### src/hdl/noc_bridge_pkg.sv
////////////////////////////////////////
// shared widths and types of the virtual-channel bridge
// import inside each module body, use scoped names in module headers
////////////////////////////////////////

`default_nettype none

package noc_bridge_pkg;

  // flit and link payload widths
  parameter int NarrowWidth = 32;
  parameter int WideWidth   = 64;

  // one credit count covers the deepest receive queue
  parameter int CreditWidth = 4;

  typedef logic [NarrowWidth-1:0] narrow_data_t;
  typedef logic [WideWidth-1:0]   wide_data_t;
  typedef logic [CreditWidth-1:0] credit_t;

  // channel tag carried in the link word headers
  typedef enum logic {
    VC_NARROW = 1'b0,
    VC_WIDE   = 1'b1
  } vc_e;

  // channel currently owning the transmit side of the link
  typedef enum logic {
    SEL_NARROW = 1'b0,
    SEL_WIDE   = 1'b1
  } sel_chan_e;

  ////////////////////////////////////////
  // link word
  ////////////////////////////////////////

  // narrow payloads sit in the low bits, upper bits zero
  typedef struct packed {
    logic       data_valid;
    vc_e        data_hdr;
    vc_e        credits_hdr;
    credit_t    credits;
    wide_data_t payload;
  } link_word_t;

  // credits handed back by the remote side, one channel per word
  typedef struct packed {
    logic    valid;
    vc_e     chan;
    credit_t credits;
  } cred_rpt_t;

endpackage

`default_nettype wire

### src/hdl/vc_credit_counter.sv
////////////////////////////////////////
// credit bookkeeping for one virtual channel
// gates flit acceptance on remote queue space and counts
// the credits owed back for local pops
////////////////////////////////////////

`default_nettype none

module vc_credit_counter #(
  parameter noc_bridge_pkg::vc_e Chan            = noc_bridge_pkg::VC_NARROW,
  parameter int                  NumCredits      = 4,
  parameter int                  ForceSendThresh = 3
) (
  input  logic                       clk_i,
  input  logic                       rst_n_i,
  // flit input of this channel
  input  logic                       flit_valid_i,
  input  noc_bridge_pkg::wide_data_t flit_data_i,
  output logic                       flit_ready_o,
  // request towards the transmit arbiter
  output logic                       req_valid_o,
  output noc_bridge_pkg::wide_data_t req_data_o,
  input  logic                       grant_i,
  // owed credits for piggy-backing
  output noc_bridge_pkg::credit_t    owed_o,
  output logic                       force_o,
  input  logic                       cred_taken_i,
  // credits returned by the remote side
  input  noc_bridge_pkg::cred_rpt_t  cred_rpt_i,
  // local receive queue pop
  input  logic                       pop_i
);

  import noc_bridge_pkg::*;

  credit_t avail_q, avail_d;
  credit_t owed_q, owed_d;
  credit_t rpt_credits;
  logic    rpt_hit;

  // no request without a free slot on the far side
  assign req_valid_o  = flit_valid_i && (avail_q != '0);
  assign req_data_o   = flit_data_i;
  assign flit_ready_o = grant_i;

  // reports of the other channel are ignored
  assign rpt_hit     = cred_rpt_i.valid && (cred_rpt_i.chan == Chan);
  assign rpt_credits = rpt_hit ? cred_rpt_i.credits : '0;

  always_comb begin
    avail_d = avail_q + rpt_credits;
    if (grant_i) begin
      avail_d = avail_d - credit_t'(1);
    end
  end

  // a pop in the same cycle as a take must not be lost
  always_comb begin
    owed_d = cred_taken_i ? '0 : owed_q;
    if (pop_i) begin
      owed_d = owed_d + credit_t'(1);
    end
  end

  assign owed_o  = owed_q;
  assign force_o = (owed_q >= credit_t'(ForceSendThresh));

  always_ff @(posedge clk_i) begin
    if (!rst_n_i) begin
      avail_q <= credit_t'(NumCredits);
      owed_q  <= '0;
    end else begin
      avail_q <= avail_d;
      owed_q  <= owed_d;
    end
  end

endmodule

`default_nettype wire

### src/hdl/link_tx_arbiter.sv
////////////////////////////////////////
// transmit side of the link
// narrow-priority selection, credit piggy-back, credit-only
// words and a one-entry output register
////////////////////////////////////////

`default_nettype none

module link_tx_arbiter (
  input  logic                       clk_i,
  input  logic                       rst_n_i,
  input  logic                       narrow_valid_i,
  input  noc_bridge_pkg::wide_data_t narrow_data_i,
  output logic                       narrow_grant_o,
  input  logic                       wide_valid_i,
  input  noc_bridge_pkg::wide_data_t wide_data_i,
  output logic                       wide_grant_o,
  input  noc_bridge_pkg::credit_t    narrow_owed_i,
  input  noc_bridge_pkg::credit_t    wide_owed_i,
  input  logic                       force_i,
  output logic                       narrow_cred_taken_o,
  output logic                       wide_cred_taken_o,
  output logic                       link_valid_o,
  input  logic                       link_ready_i,
  output noc_bridge_pkg::link_word_t link_word_o
);

  import noc_bridge_pkg::*;

  sel_chan_e  sel_q, sel_d;
  link_word_t in_word;
  link_word_t word_q;
  logic       in_valid;
  logic       valid_q;
  logic       reg_ready;
  logic       narrow_cred_sel;
  logic       cred_only;

  // larger owed count rides along, narrow on a tie
  assign narrow_cred_sel = (narrow_owed_i >= wide_owed_i);
  assign cred_only       = !narrow_valid_i && !wide_valid_i && force_i;
  assign reg_ready       = !valid_q || link_ready_i;

  always_comb begin
    sel_d               = sel_q;
    narrow_grant_o      = 1'b0;
    wide_grant_o        = 1'b0;
    in_word             = '0;
    in_word.credits_hdr = narrow_cred_sel ? VC_NARROW : VC_WIDE;
    in_word.credits     = narrow_cred_sel ? narrow_owed_i : wide_owed_i;
    case (sel_q)
      SEL_NARROW: begin
        in_word.data_valid = narrow_valid_i;
        in_word.data_hdr   = VC_NARROW;
        if (narrow_valid_i) begin
          in_word.payload = narrow_data_i;
        end
        narrow_grant_o = narrow_valid_i && reg_ready;
        if (wide_valid_i && !narrow_valid_i) begin
          sel_d = SEL_WIDE;
        end
      end
      default: begin
        in_word.data_valid = wide_valid_i;
        in_word.data_hdr   = VC_WIDE;
        if (wide_valid_i) begin
          in_word.payload = wide_data_i;
        end
        wide_grant_o = wide_valid_i && reg_ready;
        // hand back once wide is dry or has just moved a word
        if ((!wide_valid_i || wide_grant_o) && narrow_valid_i) begin
          sel_d = SEL_NARROW;
        end
      end
    endcase
  end

  assign in_valid            = in_word.data_valid || cred_only;
  assign narrow_cred_taken_o = in_valid && reg_ready && (in_word.credits_hdr == VC_NARROW);
  assign wide_cred_taken_o   = in_valid && reg_ready && (in_word.credits_hdr == VC_WIDE);

  always_ff @(posedge clk_i) begin
    if (!rst_n_i) begin
      sel_q   <= SEL_NARROW;
      valid_q <= 1'b0;
    end else begin
      sel_q <= sel_d;
      if (reg_ready) begin
        valid_q <= in_valid;
      end
    end
  end

  always_ff @(posedge clk_i) begin
    if (reg_ready && in_valid) begin
      word_q <= in_word;
    end
  end

  assign link_valid_o = valid_q;
  assign link_word_o  = word_q;

endmodule

`default_nettype wire

### src/hdl/link_rx_demux.sv
////////////////////////////////////////
// receive side of the link, purely combinational
// steers payloads to the channel queues and reports credits
////////////////////////////////////////

`default_nettype none

module link_rx_demux (
  input  logic                       link_valid_i,
  input  noc_bridge_pkg::link_word_t link_word_i,
  output logic                       link_ready_o,
  // queue pushes
  output logic                       narrow_push_o,
  output logic                       wide_push_o,
  output noc_bridge_pkg::wide_data_t push_data_o,
  input  logic                       narrow_space_i,
  input  logic                       wide_space_i,
  // returned credits for both counters
  output noc_bridge_pkg::cred_rpt_t  cred_rpt_o
);

  import noc_bridge_pkg::*;

  logic is_data;
  logic to_narrow;
  logic dst_space;

  assign is_data   = link_word_i.data_valid;
  assign to_narrow = (link_word_i.data_hdr == VC_NARROW);
  assign dst_space = to_narrow ? narrow_space_i : wide_space_i;

  // credit-only words never need queue space
  assign link_ready_o = !is_data || dst_space;

  assign narrow_push_o = link_valid_i && is_data && to_narrow && narrow_space_i;
  assign wide_push_o   = link_valid_i && is_data && !to_narrow && wide_space_i;
  assign push_data_o   = link_word_i.payload;

  ////////////////////////////////////////
  // credit report
  ////////////////////////////////////////

  // every accepted word carries credits, possibly zero
  always_comb begin
    cred_rpt_o.valid   = link_valid_i && link_ready_o;
    cred_rpt_o.chan    = link_word_i.credits_hdr;
    cred_rpt_o.credits = link_word_i.credits;
  end

endmodule

`default_nettype wire

### src/hdl/vc_rx_fifo.sv
////////////////////////////////////////
// receive queue of one virtual channel
// circular buffer, pushed data is visible one cycle later
////////////////////////////////////////

`default_nettype none

module vc_rx_fifo #(
  parameter int Width = 32,
  parameter int Depth = 4
) (
  input  logic             clk_i,
  input  logic             rst_n_i,
  input  logic             push_i,
  input  logic [Width-1:0] push_data_i,
  output logic             space_o,
  output logic             pop_valid_o,
  input  logic             pop_ready_i,
  output logic [Width-1:0] pop_data_o
);

  localparam int PtrW = (Depth > 1) ? $clog2(Depth) : 1;
  localparam int CntW = $clog2(Depth + 1);

  logic [Width-1:0] mem [Depth];
  logic [PtrW-1:0]  wr_ptr_q;
  logic [PtrW-1:0]  rd_ptr_q;
  logic [CntW-1:0]  count_q;
  logic             push_en;
  logic             pop_en;

  assign space_o     = (count_q != CntW'(Depth));
  assign pop_valid_o = (count_q != '0);
  assign pop_data_o  = mem[rd_ptr_q];
  assign push_en     = push_i && space_o;
  assign pop_en      = pop_valid_o && pop_ready_i;

  always_ff @(posedge clk_i) begin
    if (!rst_n_i) begin
      wr_ptr_q <= '0;
      rd_ptr_q <= '0;
      count_q  <= '0;
    end else begin
      if (push_en) begin
        wr_ptr_q <= (wr_ptr_q == PtrW'(Depth - 1)) ? '0 : wr_ptr_q + PtrW'(1);
      end
      if (pop_en) begin
        rd_ptr_q <= (rd_ptr_q == PtrW'(Depth - 1)) ? '0 : rd_ptr_q + PtrW'(1);
      end
      count_q <= count_q + CntW'(push_en) - CntW'(pop_en);
    end
  end

  always_ff @(posedge clk_i) begin
    if (push_en) begin
      mem[wr_ptr_q] <= push_data_i;
    end
  end

endmodule

`default_nettype wire

### src/hdl/noc_bridge.sv
////////////////////////////////////////
// credit-based narrow/wide virtual-channel bridge
// two flit channels share one link word stream each way
////////////////////////////////////////

`default_nettype none

module noc_bridge #(
  parameter int NarrowDepth     = 4,
  parameter int WideDepth       = 4,
  parameter int ForceSendThresh = 3
) (
  input  logic                         clk_i,
  input  logic                         rst_n_i,
  // flits from the NoC
  input  logic                         narrow_valid_i,
  output logic                         narrow_ready_o,
  input  noc_bridge_pkg::narrow_data_t narrow_data_i,
  input  logic                         wide_valid_i,
  output logic                         wide_ready_o,
  input  noc_bridge_pkg::wide_data_t   wide_data_i,
  // flits to the NoC
  output logic                         narrow_valid_o,
  input  logic                         narrow_ready_i,
  output noc_bridge_pkg::narrow_data_t narrow_data_o,
  output logic                         wide_valid_o,
  input  logic                         wide_ready_i,
  output noc_bridge_pkg::wide_data_t   wide_data_o,
  // link
  output logic                         link_valid_o,
  input  logic                         link_ready_i,
  output noc_bridge_pkg::link_word_t   link_word_o,
  input  logic                         link_valid_i,
  output logic                         link_ready_o,
  input  noc_bridge_pkg::link_word_t   link_word_i
);

  import noc_bridge_pkg::*;

  wide_data_t narrow_in_ext, narrow_req_data, wide_req_data, push_data;
  credit_t    narrow_owed, wide_owed;
  cred_rpt_t  cred_rpt;
  logic       narrow_req_valid, wide_req_valid, narrow_grant, wide_grant;
  logic       narrow_force, wide_force, narrow_cred_taken, wide_cred_taken;
  logic       narrow_push, wide_push, narrow_space, wide_space;

  // narrow flits travel zero-extended
  assign narrow_in_ext = {{(WideWidth - NarrowWidth){1'b0}}, narrow_data_i};

  vc_credit_counter #(
    .Chan(VC_NARROW), .NumCredits(NarrowDepth), .ForceSendThresh(ForceSendThresh)
  ) u_narrow_cnt (
    .clk_i, .rst_n_i,
    .flit_valid_i(narrow_valid_i), .flit_data_i(narrow_in_ext), .flit_ready_o(narrow_ready_o),
    .req_valid_o(narrow_req_valid), .req_data_o(narrow_req_data), .grant_i(narrow_grant),
    .owed_o(narrow_owed), .force_o(narrow_force), .cred_taken_i(narrow_cred_taken),
    .cred_rpt_i(cred_rpt), .pop_i(narrow_valid_o && narrow_ready_i)
  );

  vc_credit_counter #(
    .Chan(VC_WIDE), .NumCredits(WideDepth), .ForceSendThresh(ForceSendThresh)
  ) u_wide_cnt (
    .clk_i, .rst_n_i,
    .flit_valid_i(wide_valid_i), .flit_data_i(wide_data_i), .flit_ready_o(wide_ready_o),
    .req_valid_o(wide_req_valid), .req_data_o(wide_req_data), .grant_i(wide_grant),
    .owed_o(wide_owed), .force_o(wide_force), .cred_taken_i(wide_cred_taken),
    .cred_rpt_i(cred_rpt), .pop_i(wide_valid_o && wide_ready_i)
  );

  link_tx_arbiter u_tx_arb (
    .clk_i, .rst_n_i,
    .narrow_valid_i(narrow_req_valid), .narrow_data_i(narrow_req_data),
    .narrow_grant_o(narrow_grant),
    .wide_valid_i(wide_req_valid), .wide_data_i(wide_req_data), .wide_grant_o(wide_grant),
    .narrow_owed_i(narrow_owed), .wide_owed_i(wide_owed),
    .force_i(narrow_force || wide_force),
    .narrow_cred_taken_o(narrow_cred_taken), .wide_cred_taken_o(wide_cred_taken),
    .link_valid_o, .link_ready_i, .link_word_o
  );

  ////////////////////////////////////////
  // receive path
  ////////////////////////////////////////

  link_rx_demux u_rx_demux (
    .link_valid_i, .link_word_i, .link_ready_o,
    .narrow_push_o(narrow_push), .wide_push_o(wide_push), .push_data_o(push_data),
    .narrow_space_i(narrow_space), .wide_space_i(wide_space), .cred_rpt_o(cred_rpt)
  );

  // narrow queue only stores the low payload bits
  vc_rx_fifo #(.Width(NarrowWidth), .Depth(NarrowDepth)) u_narrow_fifo (
    .clk_i, .rst_n_i,
    .push_i(narrow_push), .push_data_i(push_data[NarrowWidth-1:0]), .space_o(narrow_space),
    .pop_valid_o(narrow_valid_o), .pop_ready_i(narrow_ready_i), .pop_data_o(narrow_data_o)
  );

  vc_rx_fifo #(.Width(WideWidth), .Depth(WideDepth)) u_wide_fifo (
    .clk_i, .rst_n_i,
    .push_i(wide_push), .push_data_i(push_data), .space_o(wide_space),
    .pop_valid_o(wide_valid_o), .pop_ready_i(wide_ready_i), .pop_data_o(wide_data_o)
  );

endmodule

`default_nettype wire

### config.mk
export PLATFORM = sky130hd
export DESIGN_NAME = noc_bridge
export DESIGN_NICKNAME = d
export VERILOG_FILES = /design/src/hdl/noc_bridge_pkg.sv /design/src/hdl/vc_credit_counter.sv /design/src/hdl/link_tx_arbiter.sv /design/src/hdl/link_rx_demux.sv /design/src/hdl/vc_rx_fifo.sv /design/src/hdl/noc_bridge.sv
export SDC_FILE = /design/constraint.sdc
export NUM_CORES = 1
export LEC_CHECK = 0
export ABC_AREA = 1
export BUFFER_PORTS_ARGS = -buffer_cell sky130_fd_sc_hd__buf_2
export CAP_MARGIN = 30
export CORE_MARGIN = 2
export CORE_UTILIZATION = 35
export CTS_CLUSTER_DIAMETER = 150
export CTS_CLUSTER_SIZE = 8
export DETAILED_ROUTE_END_ITERATION = 7
export PLACE_DENSITY_LB_ADDON = 0.3
export SKIP_LAST_GASP = 1
export SLEW_MARGIN = 10
export SYNTH_ARGS = -nofsm -noshare
export SYNTH_HDL_FRONTEND = slang
export SYNTH_SLANG_ARGS = --single-unit
### constraint.sdc
create_clock -name clk_i -period 5.6 [get_ports clk_i]
set_input_delay 0.84 -clock clk_i [delete_from_list [all_inputs] [get_ports clk_i]]
set_output_delay 0.84 -clock clk_i [all_outputs]
set_load 0.1 [all_outputs]
Word-level counts from Yosys, hierarchy flattened
Memory sizes are Yosys's and may differ from the RTL's. A register that Yosys moved wholly into a read port is not among the register bits.
Cells that the tools add are included.

storage, ports and cells
  logic and storage cells = 112
  register bits after elaboration = 103
  bits in writable memories = 384
  memory bits (read-only) = 0
  output and inout port bits = 173
  input port bits = 175
  memories kept = 2
  bits in latches = 0

operators by class
  eq/ne operators = 6
  multiplexer cells = 32
  add/sub/neg operators = 14
  bitwise operators = 2
  div/mod/pow operators = 0
  $lt $le $gt $ge = 3
  multipliers = 0
  reduce and logical (&&, ||, !) cells = 36
  shift operators = 0

memories
  name               words  width  read ports  clocked after Yosys merged registers in  wr ports  RTL line          text
  u_wide_fifo.mem    4      64     1           1                                        1         vc_rx_fifo.sv:25  logic [Width-1:0] mem [Depth];
  u_narrow_fifo.mem  4      32     1           1                                        1         vc_rx_fifo.sv:25

operators by type and width
  operator                                              number
  two-way mux 64 bit                                    2
  two-way mux 4 bit                                     9
  two-way mux 32 bit                                    1
  logical AND 1 bit                                     23
  two-way mux 2 bit                                     9
  two-way mux 1 bit                                     11
  adder 2 x 1 -> 2 bit (second input constant)          4
  adder 4 x 1 -> 4 bit (second input constant)          2
  adder 4 bit                                           2
  == test 2 bit (second input constant)                 4
  >= comparator 4 x 2 -> 1 bit (second input constant)  2
  nonzero test 4 bit                                    2
  subtractor 4 x 1 -> 4 bit (second input constant)     2
  adder 3 x 1 -> 3 bit                                  2
  != test 3 bit (second input constant)                 2
  nonzero test 3 bit                                    2
  subtractor 3 x 1 -> 3 bit                             2
  logical OR 1 bit                                      5
  >= comparator 4 bit                                   1
  logical NOT 1 bit                                     4
  inverter 1 bit                                        2

Longest topological paths before layout
  depth in word-level cells = 11
  mapped depth = 14
  depth with buffers taken out = 14

By module
A second synthesis with hierarchy kept.

unflattened totals
  cells, all modules = 1788
  area, all modules = 21495.6 µm²

modules (own cells, without submodules)
  module                             area each (µm²)  sequential area each (µm²)  times used  cells each
  vc_rx_fifo at u_wide_fifo          9993.3           7867.5                      1           687
  vc_rx_fifo at u_narrow_fifo        5275.1           4023.9                      1           377
  link_tx_arbiter                    3539.6           2172.1                      1           346
  vc_credit_counter at u_wide_cnt    1048.5           160.2                       1           144
  vc_credit_counter at u_narrow_cnt  1043.5           160.2                       1           146
  link_rx_demux                      565.5            0.0                         1           80
  noc_bridge                         30.0             0.0                         1           8

Worst setup path before layout
OpenSTA, ideal clock, no wires.

  kind = input to register
  start = in narrow_valid_i
  end = reg u_tx_arb.word_q, in the netlist u_tx_arb.link_word_o[0] (enable)
  data arrival time = 4.552 ns
  data required time = 5.076 ns
  path buffers = 0
  stages on the path = 4
  setup slack = 0.524 ns
  library setup time = 0.524 ns
  cell sequence = nand3_2 > nand2_4 > inv_4 > a21oi_1

RTL lines
  what                    RTL line               text
  start: declaration      noc_bridge.sv:16       input logic narrow_valid_i,
  end signal: assignment  link_tx_arbiter.sv:96  word_q <= in_word;
  end: declaration        link_tx_arbiter.sv:32  link_word_t word_q;

==> impl_metrics.yaml <==
run_status:
  status: "completed"
worst_setup_path:
  path_class: "reg -> out"
  reg2reg_depth: 7
  crit_path_start_kind: "flip-flop"
  cp.arrival_ns: 2.99
  cp_max_fo: 92
  end_kind: "output port"
  worstPathRequired_ns: 4.76
synth:
  synth-main-ff-cell: "edfxtp_1"
  synth_nets: 1624
  synth_cell_type_count: 35
  synth-seq-cells: 491
  synth_area_per_cell_um2: 13.5
  ys_seq_area_frac: 0.753
  netlist_instances: 1417
  synth-edff-count: 455
  ys.warnings.count: 0
  ys_async_sr_fraction: 0
  syn-cell-area_mm2: 0.0191
cells_and_area:
  regArea_mm2: 0.0144
  final_core_util: 0.441
  area_delta_synth_final_pct: 24.3
  drive_above_1_share: 0.274
  final_common_cell: "edfxtp_1"
  layout_common_cells: "455 x edfxtp_1, 347 x buf_2, 251 x nor2_1"
  fillers: 4835
  finalNetCount: 1998
  multi_input_area_mm2: 0.00413
drt:
  drtIter0Drc: 848
  postRouteAntennaNets: 0
  vias_per_cell: 4.98
  wl_per_cell_um: 19.5
  dr_total_vias: 12500
  first_pass_iters: 6
  drcViolationCount: 0
  wirelength_um: 49000
sta:
  skew_ns: 0.0246
  min_period_over_period: 0.684
  slew-limit-headroom: 0.370
  setup_viol: 0
  hold_slack_ns: 0.477
  drv_slew: 0
  hold_viol_final: 0
  tns_ns: 0
  rsz0062_at_grt: "false"
  clock.fmax_ghz: 0.261
  period_needed_ns: 3.83
  tightest_slew_ns: 0.944
cts:
  root_buffer: "clkbuf_16"
  ctsResizeCount: 0
  cts_setup_buffers: 0
  htree_levels: 3
  cts_hold_buf: 0
  cts_num_sinks: 491
  clk_pin_slew_ns: 0.05
  clk_path_buf_depth: 3
  insertion_delay_ns: 0.58
  cts_tree: "yes"
  cts_buffers: 71
global_routing:
  grt_pass1_wl_um: 73200
  grt_max_degree: 93
  antenna_found_initial: 5
  overflow: 0
  grt_use_total: 0.170
  grt_pass1_vias: 12300
pwr:
  ir_drop_mv: 0.422
  power_density_mw_per_mm2: 596
  leakage_nw: 9.03
place:
  gp_congestion: 0.904
  dp_hpwl_um: 31600
  numPortBuffers: 347
flow_run:
  drv_cap: 0
floorplanning:
  die_height_um: 238
  core_area_mm2: 0.0539
  start_util: 0.354
  die-width_um: 238
  die_area_mm2: 0.0565
  std_cell_rows: 85
  ioPinCount: 348
hold_path:
  hold_class: "reg -> reg"
  hold_depth: 1
==> where the power goes <==
group | switching, mW | internal [mW]
clock | 1.47 | 2.35
combinational | 5.05 | 0.883
sequential | 0.115 | 4.30
total | 6.64 | 7.52
==> per-stage QoR <==
step	cell area, um2	power (mW)	setup WS, ns	cells
after floorplan	19100	9.30	0.524	1417
after global placement	21700	10.4	2.24	2408
after detailed placement	21700	10.4	2.17	2411
after CTS	23700	14.3	1.54	2502
after global routing	23800	14.7	1.52	2508
final	23800	14.2	1.77	2511
==> worst max-delay path, stage by stage, from the launching register on <==
cell	delay, ns
dfxtp_4	0.60
buf_4	0.75
o21ai_0	0.26
o22ai_1	0.22
buf_2	0.45
==> routing by layer <==
metal	track usage	up-vias	share of wire
met5	0	-	0
met4	0.0623	0	0.029
met3	0.0418	88	0.067
met2	0.280	355	0.49
met1	0.219	6188	0.42
li1	-	5886	-
==> state kept, by name, summed over array words and instances, names as in the netlist, 3 cells and up, named ones only <==
name,cells
u_wide_cnt.owed_o,4
u_narrow_cnt.owed_o,4
u_wide_cnt.avail_q,4
u_wide_fifo.mem,256
u_tx_arb.link_word_o,71
u_narrow_fifo.mem,128
u_narrow_fifo.count_q,3
u_wide_fifo.count_q,3
u_narrow_cnt.avail_q,4
==> synthesized netlist by cell type, types with 2 or more instances <==
library cell	number	area (um2)
nor2_4	2	22.5
a21oi_1	22	110
nand3_4	3	52.6
nor3_1	2	10.0
o21ai_0	211	1060
xor2_1	2	17.5
nand2_4	2	22.5
o211a_1	2	20.0
o22ai_1	96	601
nand2_1	50	188
a22o_1	32	280
ha_1	28	350
nor2_2	4	25.0
nor2_1	259	972
dfxtp_1	36	721
inv_1	91	342
buf_2	15	75.1
o21ai_1	3	15.0
inv_2	9	33.8
buf_1	6	22.5
edfxtp_1	455	13700
nand3_2	6	60.1
nand3b_1	2	15.0
nand2_2	3	18.8
fa_1	4	80.1
a211oi_1	2	15.0
xnor2_1	6	52.6
nand3_1	7	35.0
clkbuf_1	51	191
==> area by class of cell <==
cell class / count / area share
flip-flops and latches: 491 / 0.606
multi-input cells: 752 / 0.174
repair buffers: 373 / 0.0854
clock buffers: 87 / 0.0800
well taps: 696 / 0.0367
inverters: 102 / 0.0163
clock inverters: 4 / 0.00174
diodes: 6 / 0.000632
==> worst paths after layout <==
path	slack (ns)	from	end
max reg2reg	2.91	u_wide_fifo.count_q[1]	u_wide_fifo.mem[1][46]
min	0.48	u_wide_fifo.count_q[2]	u_wide_fifo.count_q[2]
max	1.77	flip-flop	wide_data_o[11]
min reg2reg	0.48	u_wide_fifo.count_q[2]	u_wide_fifo.count_q[2]
==> kinds of logic (layout without fill, tap and decap cells) <==
kind of cell | count (synthesis) | after routing | share of synthesized area
adders and majority gates | 32 | 32 | 0.0225
buffers and inverters | 174 | 566 | 0.0353
xor gates and xnor gates | 8 | 8 | 0.00367
other | 0 | 6 | 0
AOI/OAI and AO/OA | 370 | 370 | 0.111
DFF | 491 | 491 | 0.753
and+or+nand+nor | 342 | 342 | 0.0753
No activity file was read; power rests on OpenSTA's default activity.
